--- src/hw/cpu_ctl_pkg.sv ---
package cpu_ctl_pkg;

  typedef enum logic [2:0] {
    MODE_REG    = 3'h0,
    MODE_REGIND = 3'h1,
    MODE_IMM    = 3'h2,
    MODE_DIR    = 3'h4
  } mode_e;

  typedef struct packed {
    mode_e      mode;
    logic [7:0] op;
    logic [4:0] ra;
    logic [4:0] rb;
    logic [4:0] rc;
  } instr_fields_t; // ir[31:6]

  typedef enum logic [4:0] {
    OPC_NOP, OPC_MOV, OPC_COM, OPC_NEG, OPC_CMP, OPC_INC, OPC_DEC, OPC_ALU3,
    OPC_BRANCH, OPC_LDIU, OPC_LDA, OPC_LDL, OPC_STL, OPC_JMP, OPC_ILLEGAL
  } op_class_e;

  typedef struct packed {
    logic carry;
    logic negative;
    logic overflow;
    logic zero;
  } ccr_t;

  typedef enum logic [2:0] {ST_RESET, ST_FETCH, ST_EVAL, ST_FAULT} ctl_state_e;

  typedef logic [2:0] step_t;

  typedef enum logic [3:0] {
    ACT_IDLE, ACT_VEC_READ, ACT_VEC_LATCH, ACT_PC_FROM_MAR, ACT_IR_READ,
    ACT_IR_LATCH, ACT_PC_NEXT, ACT_ALU_OP, ACT_REG_WB, ACT_BRANCH_REL,
    ACT_MAR_FROM_ALU, ACT_MEM_READ, ACT_MEM_WRITE, ACT_MDR_WB, ACT_PC_FROM_ALU
  } action_e;

  typedef struct packed {
    logic [2:0] alu_func;
    logic [2:0] alu2sel;
    logic [3:0] regsel;
    logic [2:0] pcsel;
    logic [1:0] marsel;
    logic [2:0] mdrsel;
    logic       addrsel; // 0 pc, 1 mar
    logic [4:0] reg_read_addr1;
    logic [4:0] reg_read_addr2;
    logic [4:0] reg_write_addr;
    logic       reg_write;
    logic       ccr_write;
    logic       ir_write;
    logic       bus_read;
    logic       bus_write;
  } ctl_word_t;

  localparam logic [2:0] ALU_ADD = 3'd2;
  localparam logic [2:0] ALU_SUB = 3'd3;

  localparam logic [2:0] ALU2_REG = 3'd0; // reg_data_out2
  localparam logic [2:0] ALU2_IND = 3'd1; // index from ir
  localparam logic [2:0] ALU2_ONE = 3'd2;

  localparam logic [3:0] REGSEL_ALU  = 4'd0;
  localparam logic [3:0] REGSEL_MDR  = 4'd1;
  localparam logic [3:0] REGSEL_NEG  = 4'd2;
  localparam logic [3:0] REGSEL_COM  = 4'd3;
  localparam logic [3:0] REGSEL_MOV  = 4'd4;
  localparam logic [3:0] REGSEL_IMMU = 4'd6; // unsigned 16 bit immediate

  localparam logic [2:0] PC_HOLD   = 3'd0;
  localparam logic [2:0] PC_NEXT   = 3'd1;
  localparam logic [2:0] PC_MAR    = 3'd2;
  localparam logic [2:0] PC_REL    = 3'd3;
  localparam logic [2:0] PC_ALU    = 3'd4;
  localparam logic [2:0] PC_VECTOR = 3'd5;

  localparam logic [1:0] MAR_BUS = 2'd1;
  localparam logic [1:0] MAR_ALU = 2'd2;
  localparam logic [2:0] MDR_BUS = 3'd1;
  localparam logic [2:0] MDR_REG = 3'd3;

  localparam logic [7:0] OP_CMP  = 8'h02;
  localparam logic [7:0] OP_INC  = 8'h03;
  localparam logic [7:0] OP_DEC  = 8'h04;
  localparam logic [7:0] OP_MOV  = 8'h07;
  localparam logic [7:0] OP_COM  = 8'h08;
  localparam logic [7:0] OP_NEG  = 8'h09;
  localparam logic [7:0] OP_NOP  = 8'h50;
  localparam logic [3:0] OP_ALU3 = 4'h2; // upper nibble, 0x2x group
  localparam logic [7:0] OP_BRN  = 8'h0b; // last branch opcode
  localparam logic [7:0] OP_LDIU = 8'h0d;
  localparam logic [3:0] OP_STL  = 4'h0; // indirect ops match low nibble
  localparam logic [3:0] OP_LDL  = 4'h1;
  localparam logic [3:0] OP_LDA  = 4'ha;
  localparam logic [3:0] OP_JMP  = 4'hb;

  typedef enum logic [3:0] {
    COND_BRA, COND_BEQ, COND_BNE, COND_BGTU, COND_BGT, COND_BGE,
    COND_BLE, COND_BLT, COND_BGEU, COND_BLTU, COND_BLEU, COND_BRN
  } cond_e;

endpackage

--- src/hw/cpu_control.sv ---
`timescale 1ns/1ps

module cpu_control (
  input  logic              clock,
  input  logic              reset_n,
  input  logic [31:0]       ir,
  input  cpu_ctl_pkg::ccr_t ccr,
  input  logic              bus_wait,
  output logic [2:0]        alu_func,
  output logic [2:0]        alu2sel,
  output logic [3:0]        regsel,
  output logic [2:0]        pcsel,
  output logic [1:0]        marsel,
  output logic [2:0]        mdrsel,
  output logic              addrsel,
  output logic [4:0]        reg_read_addr1,
  output logic [4:0]        reg_read_addr2,
  output logic [4:0]        reg_write_addr,
  output logic              reg_write,
  output logic              ccr_write,
  output logic              ir_write,
  output logic              bus_read,
  output logic              bus_write,
  output logic              fault
);
  import cpu_ctl_pkg::*;

  instr_fields_t fields;
  op_class_e     op_class;
  action_e       action;
  ctl_state_e    state;
  ctl_word_t     ctl;

  instr_decode u_decode (
    .ir       (ir),
    .fields   (fields),
    .op_class (op_class)
  );

  step_sequencer u_seq (
    .clock    (clock),
    .reset_n  (reset_n),
    .op_class (op_class),
    .cond     (cond_e'(fields.op[3:0])), // branch condition nibble
    .ccr      (ccr),
    .bus_wait (bus_wait),
    .state    (state),
    .action   (action)
  );

  ctl_word_encode u_encode (
    .action   (action),
    .state    (state),
    .op_class (op_class),
    .fields   (fields),
    .ctl      (ctl)
  );

  assign alu_func       = ctl.alu_func;
  assign alu2sel        = ctl.alu2sel;
  assign regsel         = ctl.regsel;
  assign pcsel          = ctl.pcsel;
  assign marsel         = ctl.marsel;
  assign mdrsel         = ctl.mdrsel;
  assign addrsel        = ctl.addrsel;
  assign reg_read_addr1 = ctl.reg_read_addr1;
  assign reg_read_addr2 = ctl.reg_read_addr2;
  assign reg_write_addr = ctl.reg_write_addr;
  assign reg_write      = ctl.reg_write;
  assign ccr_write      = ctl.ccr_write;
  assign ir_write       = ctl.ir_write;
  assign bus_read       = ctl.bus_read;
  assign bus_write      = ctl.bus_write;
  assign fault          = (state == ST_FAULT);

endmodule

--- src/hw/ctl_word_encode.sv ---
`timescale 1ns/1ps

module ctl_word_encode (
  input  cpu_ctl_pkg::action_e       action,
  input  cpu_ctl_pkg::ctl_state_e    state,
  input  cpu_ctl_pkg::op_class_e     op_class,
  input  cpu_ctl_pkg::instr_fields_t fields,
  output cpu_ctl_pkg::ctl_word_t     ctl
);
  import cpu_ctl_pkg::*;

  logic eval;
  logic alu3;

  assign eval = (state == ST_EVAL); // ir is stale outside eval
  assign alu3 = (op_class == OPC_ALU3);

  always_comb begin
    ctl                = '0;
    ctl.alu_func       = ALU_ADD;
    ctl.alu2sel        = ALU2_REG;
    ctl.regsel         = REGSEL_ALU;
    ctl.pcsel          = PC_HOLD;
    ctl.reg_read_addr1 = alu3 ? fields.rb : fields.ra;
    ctl.reg_read_addr2 = alu3 ? fields.rc : fields.rb;
    ctl.reg_write_addr = fields.ra;
    ctl.addrsel        = eval && (op_class inside {OPC_LDL, OPC_STL}); // mar drives bus

    if (eval) begin
      case (op_class)
        OPC_ALU3:         ctl.alu_func = fields.op[2:0];
        OPC_CMP, OPC_DEC: ctl.alu_func = ALU_SUB;
        default:          ctl.alu_func = ALU_ADD;
      endcase
    end

    case (action)
      ACT_VEC_READ: begin
        ctl.pcsel    = PC_VECTOR;
        ctl.bus_read = 1'b1;
      end
      ACT_VEC_LATCH: begin
        ctl.bus_read = 1'b1;
        ctl.marsel   = MAR_BUS; // mar <= vector
      end
      ACT_PC_FROM_MAR: ctl.pcsel = PC_MAR;
      ACT_IR_READ:     ctl.bus_read = 1'b1;
      ACT_IR_LATCH: begin
        ctl.bus_read = 1'b1; // keep the bus while latching
        ctl.ir_write = 1'b1;
      end
      ACT_PC_NEXT: ctl.pcsel = PC_NEXT;
      ACT_ALU_OP: begin
        case (op_class)
          OPC_INC, OPC_DEC: ctl.alu2sel = ALU2_ONE;
          OPC_CMP:          ctl.ccr_write = 1'b1;
          OPC_LDA, OPC_LDL, OPC_STL, OPC_JMP: begin
            ctl.alu2sel        = ALU2_IND; // rB + index
            ctl.reg_read_addr1 = fields.rb;
          end
          default: ctl.alu2sel = ALU2_REG;
        endcase
      end
      ACT_REG_WB: begin
        ctl.reg_write = 1'b1;
        case (op_class)
          OPC_MOV:  ctl.regsel = REGSEL_MOV;
          OPC_COM:  ctl.regsel = REGSEL_COM;
          OPC_NEG:  ctl.regsel = REGSEL_NEG;
          OPC_LDIU: ctl.regsel = REGSEL_IMMU;
          default:  ctl.regsel = REGSEL_ALU;
        endcase
      end
      ACT_BRANCH_REL:   ctl.pcsel = PC_REL;
      ACT_MAR_FROM_ALU: ctl.marsel = MAR_ALU;
      ACT_MEM_READ: begin
        ctl.bus_read = 1'b1;
        ctl.mdrsel   = MDR_BUS;
      end
      ACT_MEM_WRITE: begin
        ctl.bus_write = 1'b1;
        ctl.mdrsel    = MDR_REG; // mdr <= rA
      end
      ACT_MDR_WB: begin
        ctl.regsel    = REGSEL_MDR;
        ctl.reg_write = 1'b1;
      end
      ACT_PC_FROM_ALU: ctl.pcsel = PC_ALU;
      default: ctl.pcsel = PC_HOLD; // idle
    endcase
  end

endmodule

--- src/hw/instr_decode.sv ---
`timescale 1ns/1ps

module instr_decode (
  input  logic [31:0]                ir,
  output cpu_ctl_pkg::instr_fields_t fields,
  output cpu_ctl_pkg::op_class_e     op_class
);
  import cpu_ctl_pkg::*;

  assign fields = instr_fields_t'(ir[31:6]); // low bits are immediate only

  always_comb begin
    op_class = OPC_ILLEGAL;
    case (fields.mode)
      MODE_REG: begin
        if (fields.op[7:4] == OP_ALU3) begin
          op_class = OPC_ALU3; // rA <= rB op rC
        end else begin
          case (fields.op)
            OP_NOP:  op_class = OPC_NOP;
            OP_MOV:  op_class = OPC_MOV;
            OP_COM:  op_class = OPC_COM;
            OP_NEG:  op_class = OPC_NEG;
            OP_CMP:  op_class = OPC_CMP;
            OP_INC:  op_class = OPC_INC;
            OP_DEC:  op_class = OPC_DEC;
            default: op_class = OPC_ILLEGAL;
          endcase
        end
      end
      MODE_IMM: begin
        if (fields.op <= OP_BRN) begin
          op_class = OPC_BRANCH; // bra .. brn, cond in op[3:0]
        end else if (fields.op == OP_LDIU) begin
          op_class = OPC_LDIU;
        end
      end
      MODE_REGIND: begin
        case (fields.op[3:0])
          OP_STL:  op_class = OPC_STL;
          OP_LDL:  op_class = OPC_LDL;
          OP_LDA:  op_class = OPC_LDA;
          OP_JMP:  op_class = OPC_JMP;
          default: op_class = OPC_ILLEGAL;
        endcase
      end
      MODE_DIR: op_class = OPC_ILLEGAL; // no argument fetch here
      default:  op_class = OPC_ILLEGAL;
    endcase
  end

endmodule

--- src/hw/step_sequencer.sv ---
`timescale 1ns/1ps

module step_sequencer (
  input  logic                    clock,
  input  logic                    reset_n,
  input  cpu_ctl_pkg::op_class_e  op_class,
  input  cpu_ctl_pkg::cond_e      cond,
  input  cpu_ctl_pkg::ccr_t       ccr,
  input  logic                    bus_wait,
  output cpu_ctl_pkg::ctl_state_e state,
  output cpu_ctl_pkg::action_e    action
);
  import cpu_ctl_pkg::*;

  ctl_state_e state_next;
  step_t      step;
  step_t      step_next;
  logic       seq_end; // last step of the current sequence
  logic       taken;
  logic       lt;

  assign lt = ccr.negative ^ ccr.overflow; // signed less than

  always_comb begin
    case (cond)
      COND_BRA:  taken = 1'b1;
      COND_BEQ:  taken = ccr.zero;
      COND_BNE:  taken = ~ccr.zero;
      COND_BGTU: taken = ~(ccr.zero | ccr.carry);
      COND_BGT:  taken = ~(ccr.zero | lt);
      COND_BGE:  taken = ~lt;
      COND_BLE:  taken = ccr.zero | lt;
      COND_BLT:  taken = lt;
      COND_BGEU: taken = ~ccr.carry;
      COND_BLTU: taken = ccr.carry;
      COND_BLEU: taken = ccr.carry | ccr.zero;
      COND_BRN:  taken = 1'b0;
      default:   taken = 1'b0;
    endcase
  end

  always_ff @(posedge clock or negedge reset_n) begin
    if (!reset_n) begin
      state <= ST_RESET;
      step  <= '0;
    end else begin
      state <= state_next;
      step  <= step_next;
    end
  end

  always_comb begin
    state_next = state;
    step_next  = step + 3'd1;
    action     = ACT_IDLE;
    seq_end    = 1'b0;
    case (state)
      ST_RESET: begin
        case (step)
          3'd0: action = ACT_VEC_READ;
          3'd1: action = ACT_VEC_LATCH;
          3'd2: begin
            action  = ACT_PC_FROM_MAR;
            seq_end = 1'b1;
          end
          default: state_next = ST_FAULT;
        endcase
        if (seq_end) state_next = ST_FETCH;
      end
      ST_FETCH: begin
        case (step)
          3'd0: action = ACT_IR_READ;
          3'd1: action = ACT_IR_LATCH;
          3'd2: begin
            action  = ACT_PC_NEXT;
            seq_end = 1'b1;
          end
          default: state_next = ST_FAULT;
        endcase
        if (seq_end) state_next = ST_EVAL;
      end
      ST_EVAL: begin
        case (op_class)
          OPC_NOP: seq_end = 1'b1;
          OPC_CMP: begin
            action  = ACT_ALU_OP; // flags only
            seq_end = 1'b1;
          end
          OPC_MOV, OPC_COM, OPC_NEG, OPC_LDIU: begin
            action  = ACT_REG_WB;
            seq_end = 1'b1;
          end
          OPC_BRANCH: begin
            if (taken) action = ACT_BRANCH_REL;
            seq_end = 1'b1;
          end
          OPC_INC, OPC_DEC, OPC_ALU3, OPC_LDA, OPC_JMP: begin
            case (step)
              3'd0: action = ACT_ALU_OP;
              3'd1: begin
                action  = (op_class == OPC_JMP) ? ACT_PC_FROM_ALU : ACT_REG_WB;
                seq_end = 1'b1;
              end
              default: state_next = ST_FAULT;
            endcase
          end
          OPC_LDL, OPC_STL: begin
            case (step)
              3'd0: action = ACT_ALU_OP; // address = rB + index
              3'd1: action = ACT_MAR_FROM_ALU;
              3'd2: action = (op_class == OPC_LDL) ? ACT_MEM_READ : ACT_MEM_WRITE;
              3'd3: begin
                action  = (op_class == OPC_LDL) ? ACT_MDR_WB : ACT_IDLE;
                seq_end = 1'b1;
              end
              default: state_next = ST_FAULT;
            endcase
          end
          default: state_next = ST_FAULT;
        endcase
        if (seq_end) state_next = ST_FETCH;
      end
      default: state_next = ST_FAULT; // fault holds until reset
    endcase

    // bus steps stall until the bus releases
    if (bus_wait && (action inside {ACT_VEC_READ, ACT_IR_READ, ACT_MEM_READ, ACT_MEM_WRITE}))
      step_next = step;
    if (seq_end || state_next == ST_FAULT)
      step_next = '0;
  end

endmodule

--- config.mk ---
export PLATFORM = sky130hd
export DESIGN_NAME = cpu_control
export DESIGN_NICKNAME = d
export VERILOG_FILES = /design/src/hw/cpu_ctl_pkg.sv /design/src/hw/cpu_control.sv /design/src/hw/ctl_word_encode.sv /design/src/hw/instr_decode.sv /design/src/hw/step_sequencer.sv
export SDC_FILE = /design/constraint.sdc
export NUM_CORES = 1
export LEC_CHECK = 0
export ABC_AREA = 1
export BUFFER_PORTS_ARGS = -buffer_cell sky130_fd_sc_hd__buf_2
export CAP_MARGIN = 20
export CORE_ASPECT_RATIO = 1.2
export CORE_UTILIZATION = 50
export CTS_CLUSTER_SIZE = 16
export DETAILED_ROUTE_END_ITERATION = 10
export HOLD_SLACK_MARGIN = 0.02
export MAX_ROUTING_LAYER = met4
export PLACE_DENSITY = 0.88
export SLEW_MARGIN = 25
export SYNTH_ARGS = -nofsm -noshare
export SYNTH_HDL_FRONTEND = slang
export SYNTH_SLANG_ARGS = --single-unit
--- constraint.sdc ---
create_clock -name clock -period 5 [get_ports clock]
set_clock_uncertainty 0.2 [all_clocks]
set_input_delay 0 -clock clock [delete_from_list [all_inputs] [get_ports clock]]
set_output_delay 0 -clock clock [all_outputs]
set_load 0.02 [all_outputs]
After elaboration in Yosys (flattened, before gate mapping):

Index checks and enable logic that the tools add are counted.

* register bits: 6
* input port bits: 39

* bitwise logic cells: 8
* magnitude comparators: 1
* add/sub/neg operators: 1
* reductions and logical operators: 22
* equal/unequal tests: 57
* mux-type cells: 54

Operators by type and width (number)
* $eq 4x4->1 const B: 11
* $mux 3: 12
* $eq 4x3->1 const B: 8
* $eq 5x4->1 const B: 6
* $mux 5: 6
* $pmux 4 s7: 1
* $pmux 3 s3: 3
* $eq 8x4->1 const B: 3
* $pmux 3 s4: 2
* $eq 4x2->1 const B: 5
* $eq 5x3->1 const B: 4
* $pmux 4 s5: 1
* $eq 3x2->1 const B: 6
* $eq 8x2->1 const B: 2
* $eq 8x3->1 const B: 2
* $pmux 4 s2: 2
* $pmux 4 s4: 1
* $pmux 3 s5: 1
* $pmux 5 s3: 1
* $mux 1: 12
* $pmux 2 s2: 3
* $pmux 4 s3: 1
* $reduce_or 4->1: 3
* $pmux 1 s11: 1
* other kinds (27): 46

Logic depth before layout (Yosys ltp):

* depth in word-level cells: 14
* depth in mapped cells: 28

Cells and area by module:

From an unflattened synthesis, not the netlist that was laid out.

* cells, all modules: 417
* area total of the unflattened synthesis: 2178.3 µm²

By module, submodules not included
* step_sequencer: area an instance 988.4 µm², instances 1, cells an instance 179
* instr_decode: area an instance 600.6 µm², instances 1, cells an instance 116
* ctl_word_encode: area an instance 579.3 µm², instances 1, cells an instance 120
* cpu_control: area an instance 10.0 µm², instances 1, cells an instance 2

Least setup slack after synthesis:

Ideal clock, no wire load.

* path type: in2out
* start point: input port ir[28]
* end point: output port regsel[2]
* path buffers: 0
* stages on the path: 15
* setup slack: 2.465 ns
* data arrival time: 2.335 ns
* data required time: 4.800 ns
* cell sequence: inv_1 nand2_1 nor2_4 a21oi_1 nor3_2 nand3_2 nor2_2 nor2_4 nor2_2 nand2_1 nand3_2 nand2_1 nor2_2 nand2_1 nor4_1

* word-level cells in the longest chain between the ends: 11

Ends and longest elaborated chain
* from (decl): line cpu_control.sv:6 `input logic [31:0] ir,`
* $eq 8x3->1 (tied with other cells): line instr_decode.sv:19 `case (fields.op)`
* $pmux 4 s7 or $mux 3 (tied branches): line instr_decode.sv:19, instr_decode.sv:34
* $mux 5 (on tied branches): line instr_decode.sv:16, instr_decode.sv:32
* $pmux 5 s3 *: line instr_decode.sv:14 `case (fields.mode)`
* $eq 5x4->1 (on tied branches)
* $mux 4 (tied with other cells): line step_sequencer.sv:113 `action = (op_class == OPC_LDL) ? ACT_MDR_WB : ACT_IDLE;`
* $pmux 4 s4 or $pmux 4 s2 (tied branches): line step_sequencer.sv:108, step_sequencer.sv:98
* $pmux 4 s5: line step_sequencer.sv:83 `case (op_class)`
* $pmux 4 s3: line step_sequencer.sv:57 `case (state)`
* $eq 4x4->1: line ctl_word_encode.sv:37 `case (action)`
* $pmux 4 s2 *: line ctl_word_encode.sv:37
* to (decl): line cpu_control.sv:11 `output logic [3:0] regsel,`

Every way passes the cells marked *; elsewhere a longest branch is shown, timed or not.

Final worst setup path:

* start point: input port ir[24]
* end point: output port reg_read_addr1[0]

* word-level cells in the longest chain between the ends: 11

Ends and longest elaborated chain
* $eq 8x3->1 (tied with other cells): line instr_decode.sv:19
* $pmux 4 s7 or $mux 3 (tied branches): line instr_decode.sv:19, instr_decode.sv:34
* $mux 5 (on tied branches): line instr_decode.sv:16, instr_decode.sv:32
* $pmux 5 s3: line instr_decode.sv:14
* $eq 5x4->1 (on tied branches)
* $mux 4 (tied with other cells): line step_sequencer.sv:113
* $pmux 4 s4 or $pmux 4 s2 (tied branches): line step_sequencer.sv:108, step_sequencer.sv:98
* $pmux 4 s5: line step_sequencer.sv:83
* $pmux 4 s3: line step_sequencer.sv:57
* $eq 4x3->1: line ctl_word_encode.sv:37
* $mux 5 *: line ctl_word_encode.sv:37
* to (decl): line cpu_control.sv:16 `output logic [4:0] reg_read_addr1,`

Marks and branches as above.

==> impl_summary.log <==
INFO  metric placementRows = 24
INFO  metric seq_area_frac_synth = 0.0802
INFO  metric rsz_0062_raised_after_global_routing = no
INFO  metric yosys_warns = 0
INFO  metric port_buffers = 69
INFO  metric ys_top_cells_by_area = sky130_fd_sc_hd__nand2_1, sky130_fd_sc_hd__inv_1, sky130_fd_sc_hd__nor2_1, sky130_fd_sc_hd__dfrtp_1, sky130_fd_sc_hd__nand2_2
INFO  metric placeableCoreArea = 0.00360 mm²
INFO  metric fillers = 358
INFO  metric power.total = 0.000229 W
INFO  metric clock_tree.root_cell = sky130_fd_sc_hd__clkbuf_8
INFO  metric routed_wire_length_per_instance = 10.9 µm
INFO  metric ant_nets = 0
INFO  metric maximum_number_of_pins_on_one_net_before_global_route_repair = 12
INFO  metric dp.cells = 448
INFO  metric worst-endpoint-required = 4800 ps
INFO  metric layout.cells.non_filler = 454
INFO  metric count_of_inserted_antenna_diode_cells = 0
INFO  metric avg_synthesized_cell_area = 5.39 µm²
INFO  metric leakagePower = 1.32 nW
INFO  metric cts_num_sinks = 6
INFO  metric max_freq = 348 MHz
INFO  metric hold_buffers = 3
INFO  metric r2r_setup_slack = 2470 ps
INFO  metric multiInputGateArea = 0.00143 mm²
INFO  metric cts_buffers = 3
INFO  metric timing.hold.worst_path_depth = 2
INFO  metric grt_antenna_before_repair = 0
INFO  metric detailedPlace.worstSlack = 2200 ps
INFO  metric rr_startpoint = u_seq.state[2]
INFO  metric cts_max_path_buffers = 2
INFO  metric vias = 2282
INFO  metric worstSetupEndpointType = output port
INFO  metric violated_checks = design-rule violations
INFO  metric timing.final.max_slew_violations = 0
INFO  metric worst-path-max-fanout = 10
INFO  metric post-route-period-util = 0.574
INFO  metric area.sequential = 150 µm²
INFO  metric cts_resized = 0
INFO  metric terminus_of_the_critical_flop_to_flop_path = u_seq.step[2]
INFO  metric initial_core_util = 0.519
INFO  metric hpwl_after_dpl = 4170 µm
INFO  metric hold_path.startpoint = ir[20]
INFO  metric htreeDepth = 1
INFO  metric grt-ovfl-total = 0
INFO  metric worst-setup-path-type = input port to output port
INFO  metric post-route-drc-count = 5
INFO  metric worst_pin_slew = 695 ps
INFO  metric max_capacitance_violation_total = 0
INFO  metric layout-drive-gt1-share = 0.333
INFO  metric synth_seq_cells = 6
INFO  metric finalWirelength = 4940 µm
INFO  metric synthDistinctLibCells = 37
INFO  metric detail_route.iter0.violations = 70
INFO  metric nNetsFinal = 461
INFO  metric globalRouteTotalUtil = 0.275
INFO  metric drt-pass1-iter-count = 10
INFO  metric layout.cells.most_common = sky130_fd_sc_hd__nand2_1
INFO  metric worstHoldPathType = input port to output port
INFO  metric dieArea = 0.00399 mm²
INFO  metric synth_top_area_frac = 0.186
INFO  metric grt_pass1_vias = 2190
INFO  metric cellPowerDensity = 101 mW/mm²
INFO  metric die_x = 57.9 µm
INFO  metric finalSetupViolations = 0
INFO  metric post_synth_instance_area = 0.00187 mm²
INFO  metric gpl.final_weighted_congestion = 0.976
INFO  metric worst-r2r-cell-count = 13
INFO  metric io_pins = 79
INFO  metric most-common-layout-cells = sky130_fd_sc_hd__nand2_1, sky130_fd_sc_hd__buf_2, sky130_fd_sc_hd__inv_1, sky130_fd_sc_hd__nor2_1, sky130_fd_sc_hd__nand2_2
INFO  metric fp.dieH = 69.0 µm
INFO  metric finalWorstSetupSlack = 2130 ps
INFO  metric worstSkewPairLatency = 230 ps
INFO  metric postSynthCellCount = 347
INFO  metric max-slew-margin-rel = 0.535
INFO  metric area_delta_synth_final = 21.7%
INFO  metric post-cts-setup-buffers = 0
INFO  metric timing_hold_violations_final = 0
INFO  metric hold_end = reg_write_addr[4]
INFO  metric irDropWorstVdd = 0.000156 V
INFO  metric clock_tree_from_tritoncts = yes
INFO  metric worst_ep_arrival_time = 2670 ps
INFO  metric routed_via_density = 5.03
INFO  metric outcome = finished with violations
INFO  metric tns = 0 ps
INFO  metric cp-start-kind = input port
INFO  metric first_pass_grt_wire_length = 8740 µm
INFO  metric library_cell_occupying_the_most_area_in_the_post_synthesis_netlist = sky130_fd_sc_hd__nand2_1
INFO  metric min_clock_period_post_route = 2870 ps
==> critical path, cell delays in order <==
cell                      delay [ps]
sky130_fd_sc_hd__buf_2           140
sky130_fd_sc_hd__inv_1            80
sky130_fd_sc_hd__nand2_2         100
sky130_fd_sc_hd__nor2_1           60
sky130_fd_sc_hd__nand2_1          80
sky130_fd_sc_hd__nand2_1          70
sky130_fd_sc_hd__inv_1            60
sky130_fd_sc_hd__nand2_1          90
sky130_fd_sc_hd__a21oi_4         210
sky130_fd_sc_hd__inv_2            80
sky130_fd_sc_hd__a21oi_1         270
sky130_fd_sc_hd__nand2_1         160
sky130_fd_sc_hd__nand3_2         140
sky130_fd_sc_hd__nand3_1         100
sky130_fd_sc_hd__nand3_1         110
sky130_fd_sc_hd__nand2_1          80
sky130_fd_sc_hd__nand2_4         130
sky130_fd_sc_hd__nand2_4          80
sky130_fd_sc_hd__nor2_4          150
sky130_fd_sc_hd__a21oi_4         110
sky130_fd_sc_hd__o21ai_1         170
sky130_fd_sc_hd__buf_2           180
==> final cells by class <==
cell class | count | share of cell area
Timing Repair Buffer | 72 | 0.165
Inverter | 63 | 0.104
Clock buffer | 3 | 0.0181
Multi-Input combinational cell | 271 | 0.626
Sequential cell | 6 | 0.0659
Tap cell | 39 | 0.0214
==> per-stage QoR <==
stage | util | instance area (µm²) | hold WS, ps
after floorplan | - | 1880 | -496
after global placement | 0.612 | 2210 | -377
after detailed placement | 0.612 | 2210 | -378
after CTS | 0.632 | 2280 | 33.9
after global routing | 0.632 | 2280 | 47.4
final | 0.632 | 2280 | 32.5
==> where the power goes <==
group	internal (W)	switching [W]	leakage, nW
Combinational	0.0000372	0.0000681	1.23
Clock	0.0000518	0.0000224	0.0216
Sequential	0.0000493	0.000000410	0.0711
Total	0.000138	0.0000909	1.32
==> logic make-up after synthesis <==
group | count (synthesis) | share of synthesized area
buffers and inverters | 73 | 0.164
AOI/OAI and AO/OA | 43 | 0.138
and+or+nand+nor | 218 | 0.577
xor gates and xnor gates | 1 | 0.00468
DFF | 6 | 0.0802
other | 1 | 0.00200
adders and majority gates | 5 | 0.0334
==> sequential cells by signal, indices dropped and copies added, names as in the netlist <==
register     count
u_seq.state      3
u_seq.step       3
==> per-layer routing <==
layer,GRT usage,up-vias,wire length [µm]
met1,0.285,1020,1990
met4,0.124,0,159
met5,-,-,0
met2,0.513,43,2690
met3,0.0169,13,100
li1,-,1206,-
==> synth_stat cells, drive strengths merged <==
master   number
a211oi        1
a21oi        15
a31oi         2
and2          1
and3          1
buf           9
clkbuf        1
clkinv        1
conb          1
dfrtp         6
ha            5
inv          62
nand2       116
nand3        22
nand3b        1
nand4         2
nor2         63
nor3         10
nor4          1
o2111ai       1
o21a          1
o21ai        20
o22ai         1
o31ai         2
or2           1
xor2          1
==> worst max path at each step <==
stage	to	from	cells after the start	slack [ps]
2_1_floorplan	regsel[2]	ir[28]	15	2470
3_3_place_gp	reg_read_addr1[0]	ir[24]	21	2240
3_5_place_dp	reg_read_addr1[0]	ir[21]	22	2200
4_1_cts	reg_read_addr1[0]	u_seq.state[2]	12	2160
5_1_grt	reg_read_addr1[4]	ir[21]	22	1800
6_report	reg_read_addr1[0]	ir[24]	22	2130
(Power assumes the default switching activity.)
